<file path="src/verilog/pcs_rx_pkg.sv">
package pcs_rx_pkg;

  ////////////////////////////////////////
  // Lane count and datapath widths
  ////////////////////////////////////////
  localparam int NUM_LANES  = 4;
  localparam int RAW_WIDTH  = 32;
  localparam int DATA_WIDTH = 32;
  localparam int HDR_WIDTH  = 2;

  // Gearbox bit buffer and its fill count
  localparam int BUF_WIDTH  = 100;
  localparam int FILL_WIDTH = 7;

  // Scrambler polynomial 1 + x^39 + x^58
  localparam int SCR_WIDTH = 58;
  localparam int SCR_TAP   = 39;

  ////////////////////////////////////////
  // Block lock thresholds
  ////////////////////////////////////////
  localparam int LOCK_GOOD_COUNT  = 64;
  localparam int UNLOCK_WINDOW    = 64;
  localparam int UNLOCK_BAD_COUNT = 16;
  localparam int SLIP_WAIT        = 4;

  localparam int GOOD_CNT_WIDTH = $clog2(LOCK_GOOD_COUNT);
  localparam int WIN_CNT_WIDTH  = $clog2(UNLOCK_WINDOW);
  localparam int BAD_CNT_WIDTH  = $clog2(UNLOCK_BAD_COUNT);
  localparam int WAIT_CNT_WIDTH = $clog2(SLIP_WAIT);

  // Saturating status counters
  localparam int CNT_WIDTH = 8;

  typedef enum logic [1:0] {HUNT, SLIP_WAIT_ST, TEST, LOCKED} lock_state_t;

endpackage

</file>
<file path="src/verilog/rx_lane_if.sv">
`timescale 1ns/1ps

interface rx_lane_if;
  import pcs_rx_pkg::*;

  // Half-block stream from the gearbox
  logic [DATA_WIDTH-1:0] data;
  logic                  data_valid;
  logic [HDR_WIDTH-1:0]  header;
  logic                  header_valid;
  // Bit slip request back to the gearbox
  logic                  slip;

  modport gearbox_side (output data, data_valid, header, header_valid, input slip);

  modport sync_side (input header, header_valid, output slip);

endinterface

</file>
<file path="src/verilog/rx_gearbox.sv">
`timescale 1ns/1ps

module rx_gearbox (
  input  logic                             clkout,
  input  logic                             reset,
  input  logic [pcs_rx_pkg::RAW_WIDTH-1:0] raw_data,
  input  logic                             raw_valid,
  rx_lane_if.gearbox_side                  lane
);
  import pcs_rx_pkg::*;

  // Bit buffer, oldest bit at index 0; bits at and above fill stay zero
  logic [BUF_WIDTH-1:0]  bit_buf;
  logic [FILL_WIDTH-1:0] fill;
  // 0 = header plus first half, 1 = second half
  logic                  phase;
  logic                  slip_pend;

  logic                  drop;
  logic                  emit;
  logic [FILL_WIDTH-1:0] avail;
  logic [FILL_WIDTH-1:0] need;
  logic [FILL_WIDTH-1:0] used;
  logic [FILL_WIDTH-1:0] keep;
  logic [BUF_WIDTH-1:0]  head;
  logic [BUF_WIDTH-1:0]  rest;
  logic [BUF_WIDTH-1:0]  raw_ext;

  ////////////////////////////////////////
  // Emit and consume decision
  ////////////////////////////////////////
  always_comb begin
    // Pending slip is applied together with the next raw word
    drop    = slip_pend && raw_valid && (fill != '0);
    avail   = fill - FILL_WIDTH'(drop);
    head    = bit_buf >> drop;
    need    = phase ? FILL_WIDTH'(DATA_WIDTH) : FILL_WIDTH'(HDR_WIDTH + DATA_WIDTH);
    emit    = (avail >= need);
    used    = FILL_WIDTH'(drop) + (emit ? need : '0);
    keep    = fill - used;
    rest    = bit_buf >> used;
    raw_ext = BUF_WIDTH'(raw_data);
  end

  ////////////////////////////////////////
  // Buffer, phase and strobes
  ////////////////////////////////////////
  always_ff @(posedge clkout) begin
    if (reset) begin
      bit_buf           <= '0;
      fill              <= '0;
      phase             <= 1'b0;
      slip_pend         <= 1'b0;
      lane.data_valid   <= 1'b0;
      lane.header_valid <= 1'b0;
    end else begin
      // New word lands right above the remaining bits
      if (raw_valid) begin
        bit_buf <= rest | (raw_ext << keep);
        fill    <= keep + FILL_WIDTH'(RAW_WIDTH);
      end else begin
        bit_buf <= rest;
        fill    <= keep;
      end
      if (emit) begin
        phase <= ~phase;
      end
      if (lane.slip) begin
        slip_pend <= 1'b1;
      end else if (drop) begin
        slip_pend <= 1'b0;
      end
      lane.data_valid   <= emit;
      lane.header_valid <= emit && !phase;
    end
  end

  // Half-block payload
  always_ff @(posedge clkout) begin
    if (emit) begin
      lane.data <= phase ? head[DATA_WIDTH-1:0] : head[HDR_WIDTH +: DATA_WIDTH];
    end
    if (emit && !phase) begin
      lane.header <= head[HDR_WIDTH-1:0];
    end
  end

endmodule

</file>
<file path="src/verilog/block_lock.sv">
`timescale 1ns/1ps

module block_lock (
  input  logic         clkout,
  input  logic         reset,
  rx_lane_if.sync_side lane,
  output logic         locked
);
  import pcs_rx_pkg::*;

  lock_state_t               state;
  logic [GOOD_CNT_WIDTH-1:0] good_cnt;
  logic [WIN_CNT_WIDTH-1:0]  win_cnt;
  logic [BAD_CNT_WIDTH-1:0]  bad_cnt;
  logic [WAIT_CNT_WIDTH-1:0] wait_cnt;
  logic                      hdr_ok;

  // Only 01 and 10 are legal sync headers
  assign hdr_ok = lane.header[0] ^ lane.header[1];

  assign locked = (state == LOCKED);

  ////////////////////////////////////////
  // Lock FSM, advanced once per header
  ////////////////////////////////////////
  always_ff @(posedge clkout) begin
    if (reset) begin
      state     <= HUNT;
      good_cnt  <= '0;
      win_cnt   <= '0;
      bad_cnt   <= '0;
      wait_cnt  <= '0;
      lane.slip <= 1'b0;
    end else begin
      lane.slip <= 1'b0;
      if (lane.header_valid) begin
        case (state)
          HUNT: begin
            if (hdr_ok) begin
              good_cnt <= GOOD_CNT_WIDTH'(1);
              state    <= TEST;
            end else begin
              lane.slip <= 1'b1;
              wait_cnt  <= '0;
              state     <= SLIP_WAIT_ST;
            end
          end
          // Headers still in flight from before the slip
          SLIP_WAIT_ST: begin
            if (wait_cnt == WAIT_CNT_WIDTH'(SLIP_WAIT - 1)) begin
              state <= HUNT;
            end else begin
              wait_cnt <= wait_cnt + 1'b1;
            end
          end
          TEST: begin
            if (!hdr_ok) begin
              lane.slip <= 1'b1;
              wait_cnt  <= '0;
              state     <= SLIP_WAIT_ST;
            end else if (good_cnt == GOOD_CNT_WIDTH'(LOCK_GOOD_COUNT - 1)) begin
              win_cnt <= '0;
              bad_cnt <= '0;
              state   <= LOCKED;
            end else begin
              good_cnt <= good_cnt + 1'b1;
            end
          end
          LOCKED: begin
            if (!hdr_ok && bad_cnt == BAD_CNT_WIDTH'(UNLOCK_BAD_COUNT - 1)) begin
              state <= HUNT;
            end else if (win_cnt == WIN_CNT_WIDTH'(UNLOCK_WINDOW - 1)) begin
              // Window closed, start a fresh one
              win_cnt <= '0;
              bad_cnt <= '0;
            end else begin
              win_cnt <= win_cnt + 1'b1;
              if (!hdr_ok) begin
                bad_cnt <= bad_cnt + 1'b1;
              end
            end
          end
          default: state <= HUNT;
        endcase
      end
    end
  end

endmodule

</file>
<file path="src/verilog/descrambler.sv">
`timescale 1ns/1ps

module descrambler (
  input  logic                              clkout,
  input  logic                              reset,
  input  logic [pcs_rx_pkg::DATA_WIDTH-1:0] din,
  input  logic                              din_valid,
  input  logic [pcs_rx_pkg::HDR_WIDTH-1:0]  hdr_in,
  input  logic                              hdr_in_valid,
  output logic [pcs_rx_pkg::DATA_WIDTH-1:0] dout,
  output logic                              dout_valid,
  output logic [pcs_rx_pkg::HDR_WIDTH-1:0]  hdr_out,
  output logic                              hdr_out_valid
);
  import pcs_rx_pkg::*;

  // Last 58 received scrambled bits, newest at index 0
  logic [SCR_WIDTH-1:0]  scr_state;
  logic [SCR_WIDTH-1:0]  next_state;
  logic [DATA_WIDTH-1:0] plain;

  // Serial descrambler unrolled over the half, LSB first
  always_comb begin
    next_state = scr_state;
    for (int i = 0; i < DATA_WIDTH; i++) begin
      plain[i]   = din[i] ^ next_state[SCR_TAP-1] ^ next_state[SCR_WIDTH-1];
      next_state = {next_state[SCR_WIDTH-2:0], din[i]};
    end
  end

  always_ff @(posedge clkout) begin
    if (reset) begin
      dout_valid    <= 1'b0;
      hdr_out_valid <= 1'b0;
    end else begin
      dout_valid    <= din_valid;
      hdr_out_valid <= hdr_in_valid;
    end
  end

  always_ff @(posedge clkout) begin
    if (din_valid) begin
      scr_state <= next_state;
      dout      <= plain;
    end
    // Header bypasses the scrambler
    hdr_out <= hdr_in;
  end

endmodule

</file>
<file path="src/verilog/lane_output.sv">
`timescale 1ns/1ps

module lane_output (
  input  logic                              clkout,
  input  logic                              reset,
  input  logic [pcs_rx_pkg::DATA_WIDTH-1:0] din,
  input  logic                              din_valid,
  input  logic [pcs_rx_pkg::HDR_WIDTH-1:0]  hdr_in,
  input  logic                              hdr_in_valid,
  input  logic                              locked,
  input  logic                              slip,
  output logic [pcs_rx_pkg::DATA_WIDTH-1:0] dout,
  output logic                              dvld,
  output logic [pcs_rx_pkg::HDR_WIDTH-1:0]  hdr,
  output logic                              hdrvld,
  output logic [pcs_rx_pkg::CNT_WIDTH-1:0]  bad_hdr_count,
  output logic [pcs_rx_pkg::CNT_WIDTH-1:0]  slip_count
);
  import pcs_rx_pkg::*;

  logic bad_hdr;

  // 00 and 11 are invalid sync headers
  assign bad_hdr = hdr_in_valid && (hdr_in[0] == hdr_in[1]);

  always_ff @(posedge clkout) begin
    if (reset) begin
      dvld          <= 1'b0;
      hdrvld        <= 1'b0;
      bad_hdr_count <= '0;
      slip_count    <= '0;
    end else begin
      // Nothing leaves an unlocked lane
      dvld   <= din_valid && locked;
      hdrvld <= hdr_in_valid && locked;
      if (bad_hdr && locked && bad_hdr_count != '1) begin
        bad_hdr_count <= bad_hdr_count + 1'b1;
      end
      if (slip && slip_count != '1) begin
        slip_count <= slip_count + 1'b1;
      end
    end
  end

  always_ff @(posedge clkout) begin
    dout <= din;
    hdr  <= hdr_in;
  end

endmodule

</file>
<file path="src/verilog/pcs_rx_top.sv">
`timescale 1ns/1ps

module pcs_rx_top (
  input  logic                                                 clkout,
  input  logic                                                 reset,
  input  logic [pcs_rx_pkg::NUM_LANES*pcs_rx_pkg::RAW_WIDTH-1:0]  raw_data,
  input  logic [pcs_rx_pkg::NUM_LANES-1:0]                     raw_valid,
  output logic [pcs_rx_pkg::NUM_LANES*pcs_rx_pkg::DATA_WIDTH-1:0] dout,
  output logic [pcs_rx_pkg::NUM_LANES-1:0]                     dvld,
  output logic [pcs_rx_pkg::NUM_LANES*pcs_rx_pkg::HDR_WIDTH-1:0]  hdr,
  output logic [pcs_rx_pkg::NUM_LANES-1:0]                     hdrvld,
  output logic [pcs_rx_pkg::NUM_LANES-1:0]                     locked,
  output logic [pcs_rx_pkg::NUM_LANES*pcs_rx_pkg::CNT_WIDTH-1:0]  bad_hdr_count,
  output logic [pcs_rx_pkg::NUM_LANES*pcs_rx_pkg::CNT_WIDTH-1:0]  slip_count
);
  import pcs_rx_pkg::*;

  ////////////////////////////////////////
  // One receive chain per lane
  ////////////////////////////////////////
  for (genvar i = 0; i < NUM_LANES; i++) begin : g_lane
    rx_lane_if lane_if ();

    logic [DATA_WIDTH-1:0] ds_data;
    logic                  ds_valid;
    logic [HDR_WIDTH-1:0]  ds_hdr;
    logic                  ds_hdr_valid;

    rx_gearbox u_gearbox (
      .clkout    (clkout),
      .reset     (reset),
      .raw_data  (raw_data[i*RAW_WIDTH +: RAW_WIDTH]),
      .raw_valid (raw_valid[i]),
      .lane      (lane_if.gearbox_side)
    );

    block_lock u_block_lock (
      .clkout (clkout),
      .reset  (reset),
      .lane   (lane_if.sync_side),
      .locked (locked[i])
    );

    descrambler u_descrambler (
      .clkout        (clkout),
      .reset         (reset),
      .din           (lane_if.data),
      .din_valid     (lane_if.data_valid),
      .hdr_in        (lane_if.header),
      .hdr_in_valid  (lane_if.header_valid),
      .dout          (ds_data),
      .dout_valid    (ds_valid),
      .hdr_out       (ds_hdr),
      .hdr_out_valid (ds_hdr_valid)
    );

    // Status counters and gated outputs
    lane_output u_lane_output (
      .clkout        (clkout),
      .reset         (reset),
      .din           (ds_data),
      .din_valid     (ds_valid),
      .hdr_in        (ds_hdr),
      .hdr_in_valid  (ds_hdr_valid),
      .locked        (locked[i]),
      .slip          (lane_if.slip),
      .dout          (dout[i*DATA_WIDTH +: DATA_WIDTH]),
      .dvld          (dvld[i]),
      .hdr           (hdr[i*HDR_WIDTH +: HDR_WIDTH]),
      .hdrvld        (hdrvld[i]),
      .bad_hdr_count (bad_hdr_count[i*CNT_WIDTH +: CNT_WIDTH]),
      .slip_count    (slip_count[i*CNT_WIDTH +: CNT_WIDTH])
    );
  end

endmodule

</file>
<file path="config.mk">
export PLATFORM = sky130hd
export DESIGN_NAME = pcs_rx_top
export DESIGN_NICKNAME = d
export VERILOG_FILES = /design/src/verilog/pcs_rx_pkg.sv /design/src/verilog/rx_lane_if.sv /design/src/verilog/rx_gearbox.sv /design/src/verilog/block_lock.sv /design/src/verilog/descrambler.sv /design/src/verilog/lane_output.sv /design/src/verilog/pcs_rx_top.sv
export SDC_FILE = /design/constraint.sdc
export NUM_CORES = 2
export LEC_CHECK = 0
export BUFFER_PORTS_ARGS = -buffer_cell sky130_fd_sc_hd__buf_2
export CAP_MARGIN = 30
export CELL_PAD_IN_SITES_DETAIL_PLACEMENT = 1
export CELL_PAD_IN_SITES_GLOBAL_PLACEMENT = 1
export CORE_ASPECT_RATIO = 1.4
export CORE_MARGIN = 1
export CORE_UTILIZATION = 45
export CTS_CLUSTER_SIZE = 16
export DETAILED_ROUTE_END_ITERATION = 16
export PLACE_DENSITY = 0.77
export SYNTH_ARGS = -nofsm -noshare
export SYNTH_HDL_FRONTEND = slang
export SYNTH_SLANG_ARGS = --single-unit
</file>
<file path="constraint.sdc">
create_clock -name clkout -period 18.8 [get_ports clkout]
set_clock_uncertainty 0.05 [all_clocks]
set_input_delay 3.76 -clock clkout [delete_from_list [all_inputs] [get_ports clkout]]
set_output_delay 3.76 -clock clkout [all_outputs]
set_load 0.005 [all_outputs]
</file>
==> impl_metrics.yaml <==
synthesis:
  syn_inst: 6664
  ys_types: 93
  seq_area_frac_synth_pct: 46.08
  ys_top_cells_by_area: "dfxtp_1 (23%), edfxtp_1 (23%), mux2i_1 (11%), nand2_1 (5.2%), nor2_1 (4.7%)"
  async_reset_ff_share_pct: 0
  synth_edf_count: 496
  syn_nets: 6850
  synth_area_um2: 64990
  ys_seq_elements: 1248
  netlist.top_cell.by_area: "dfxtp_1"
  yosysWarnings: 0
  yosysTopAreaCellShare_pct: 23.16
  synth_flop_cell: "dfxtp_1"
  syn_avg_cell_area_um2: 9.753
critical_path:
  r2r_cells: 18
  cp.required_ps: 19460
  worstSetupPathType: "primary input to flip-flop"
  reg2reg_from: "g_lane[2].u_gearbox.fill[2]"
  crit_fanout: 34
  cp-start-kind: "primary input"
  reg2reg_slack_ps: 10740
  end_kind: "flip-flop"
  rr_endpoint: "g_lane[2].u_gearbox.bit_buf[78]"
  worstPathArrival_ps: 10880
hold_path:
  whs_path_depth: 0
  hold_path.class: "flip-flop to flip-flop"
  hp-start: "g_lane[2].u_descrambler.dout[21]"
  whs_endpoint: "g_lane[2].u_lane_output.dout[21]"
global_routing:
  antenna_found_initial: 11
  grt_use_total_pct: 28.62
  grt_max_degree: 95
  grt_pass1_wl_um: 325200
  grt_overflow: 0
  grt_pass1_vias: 54600
finish:
  multi_input_area_um2: 32980
  layout-drive-gt1-share_pct: 13.53
  finalNonFillerCells: 8782
  nets: 6941
  syn_to_final_growth_pct: 11.76
  final-seq-area_um2: 29980
  fill_cells: 15860
cts:
  clockBufferDepth: 3
  ctsHtreeMaxLevel: 4
  clk_pin_slew_ps: 70
  cts_buffers: 131
  clkLatencyLatePin_ps: 790
  hold_buffers: 0
  ctsResizeCount: 0
  cts_setup_buffers: 0
  clock_sinks: 1248
  root_buffer: "clkbuf_16"
  cts_tree: "built"
outcome:
  status: "complete, no violations"
sta:
  tns_ps: 0
  fin_crit_sh_pct: 54.39
  setup_viol: 0
  holdWs_ps: 287.4
  worst-slew-pin-transition_ps: 1065
  max_freq_ghz: 0.09780
  drv_slew: 0
  slew_headroom_pct: 28.46
  period_needed_ps: 10230
  rsz0062_at_grt: "no"
  hold_viol: 0
place:
  dp.final_hpwl_um: 153500
  gp_congestion: 0.9597
  portBuffers: 345
  dp.cells: 8524
detailed_routing:
  drc: 0
  ant_nets: 0
  wirelength_um: 213200
  vias: 52960
  drt-pass1-iter-count: 5
  wl_per_cell_um: 24.28
  vias_per_cell: 6.030
  drtIter0Drc: 3753
floorplan:
  die-width_um: 323.2
  core-area_um2: 143000
  initial_core_util_pct: 45.44
  num_io_pins: 346
  die_y_um: 451.7
  rows: 164
  die-area_um2: 146000
job:
  max_cap_violations: 0
## layout make-up
class	instances	share of cell area (%)
Multi-Input combinational cell	4873	45.40
Clock inverter	62	0.8905
Antenna cell	7	0.02412
Clock buffer	182	5.236
Sequential cell	1248	41.27
Timing Repair Buffer	444	3.595
Tap cell	1909	3.288
Inverter	57	0.2945
## layout by cell type, fill, tap and decap left out, types with 37 or more instances in the layout
cell type / Yosys / layout
nand2_1: 896 / 895
o22ai_1: 108 / 108
a31oi_1: 80 / 80
xor2_1: 85 / 77
buf_2: 132 / 346
mux2_2: 102 / 102
clkbuf_16: 0 / 142
ha_1: 48 / 44
xnor2_1: 310 / 303
mux4_2: 97 / 97
nor2_1: 808 / 805
a221oi_1: 194 / 194
inv_1: 50 / 50
nand4_1: 50 / 50
buf_4: 27 / 87
nand3_1: 120 / 119
nor2b_1: 53 / 52
nor3_1: 68 / 67
dfxtp_1: 752 / 744
a32oi_1: 37 / 37
mux2i_1: 725 / 725
a211oi_1: 47 / 47
a21oi_1: 449 / 449
edfxtp_1: 496 / 496
o21ai_0: 162 / 160
## worst max path at each step
| stage | startpoint | end | slack [ps] | cells after the start |
|---|---|---|---|---|
| floorplan | raw_valid[1] | g_lane[1].u_gearbox.bit_buf[60] | 9180 | 29 |
| global placement | raw_valid[2] | g_lane[2].u_gearbox.bit_buf[66] | 8020 | 19 |
| detailed placement | raw_valid[2] | g_lane[2].u_gearbox.bit_buf[66] | 7960 | 19 |
| CTS | raw_valid[2] | g_lane[2].u_gearbox.bit_buf[66] | 8780 | 19 |
| global route | raw_valid[2] | g_lane[2].u_gearbox.bit_buf[60] | 8380 | 19 |
| finish | raw_valid[2] | g_lane[2].u_gearbox.bit_buf[78] | 8570 | 19 |
## metrics by stage
stage	util, %	setup slack, ps	cell area (µm²)
2_1_floorplan	-	9181	64990
3_3_place_gp	47.49	8022	67930
3_5_place_dp	47.55	7957	68000
4_1_cts	50.66	8783	72450
5_1_grt	50.79	8379	72640
6_report	50.79	8575	72640
## layer usage
| metal | wire, µm | track usage [%] | vias up |
|---|---|---|---|
| met2 | 109000 | 50.73 | 1531 |
| met1 | 82300 | 32.75 | 26510 |
| met4 | 13110 | 17.31 | 0 |
| met3 | 8844 | 3.396 | 529 |
| li1 | - | - | 24390 |
| met5 | 0 | 0 | - |
## cells by family (layout without fill, tap and decap cells)
group	after synthesis	count (layout)	share of synthesized area (%)
and+or+nand+nor	2200	2200	14.54
AOI/OAI and AO/OA	1299	1299	13.03
DFF	1248	1248	46.08
muxes	927	927	16.39
buffers and inverters	543	745	3.583
xor gates and xnor gates	395	395	5.323
adders and majority gates	52	52	1.047
other	0	7	0
## synth_stat cells, drive strengths merged, types with 73 or more instances
cell	n
mux2i	726
nor2	810
a21oi	450
nand3	120
o21ai	167
xnor2	310
a221oi	196
a31oi	80
xor2	85
mux4	98
buf	217
edfxtp	496
dfxtp	752
nand2	898
o22ai	109
clkbuf	269
mux2	103
nor3	73
## state kept, by name (all words and copies together), names as in the netlist, 8 cells and up
| signal | flops |
|---|---|
| g_lane.u_gearbox.bit_buf | 400 |
| g_lane.u_descrambler.scr_state | 232 |
| g_lane.u_descrambler.dout | 128 |
| g_lane.u_gearbox.lane.data | 128 |
| g_lane.u_lane_output.dout | 128 |
| g_lane.u_lane_output.bad_hdr_count | 32 |
| g_lane.u_lane_output.slip_count | 32 |
| g_lane.u_gearbox.fill | 28 |
| g_lane.u_block_lock.good_cnt | 24 |
| g_lane.u_block_lock.win_cnt | 24 |
| g_lane.u_block_lock.bad_cnt | 16 |
| g_lane.u_block_lock.state | 8 |
| g_lane.u_block_lock.wait_cnt | 8 |
| g_lane.u_descrambler.hdr_out | 8 |
| g_lane.u_gearbox.lane.header | 8 |
| g_lane.u_lane_output.hdr | 8 |
## worst max-delay path, cell delays in order
cell and delay, ps:
buf_2 390, nand2_1 120, a21o_4 340, inv_2 280, buf_4 470, ha_1 300, ha_1 250, ha_1 280
a2111oi_0 850, o21ai_4 120, inv_1 370, buf_4 430, ha_1 400, or3_1 410, a2111oi_0 430, or3_1 600
and3_1 670, a221oi_1 200, nor2_1 120
Power is left out: the tool's default activity adds up to more than one toggle a clock period on the data nets, which glitch-free logic cannot reach.
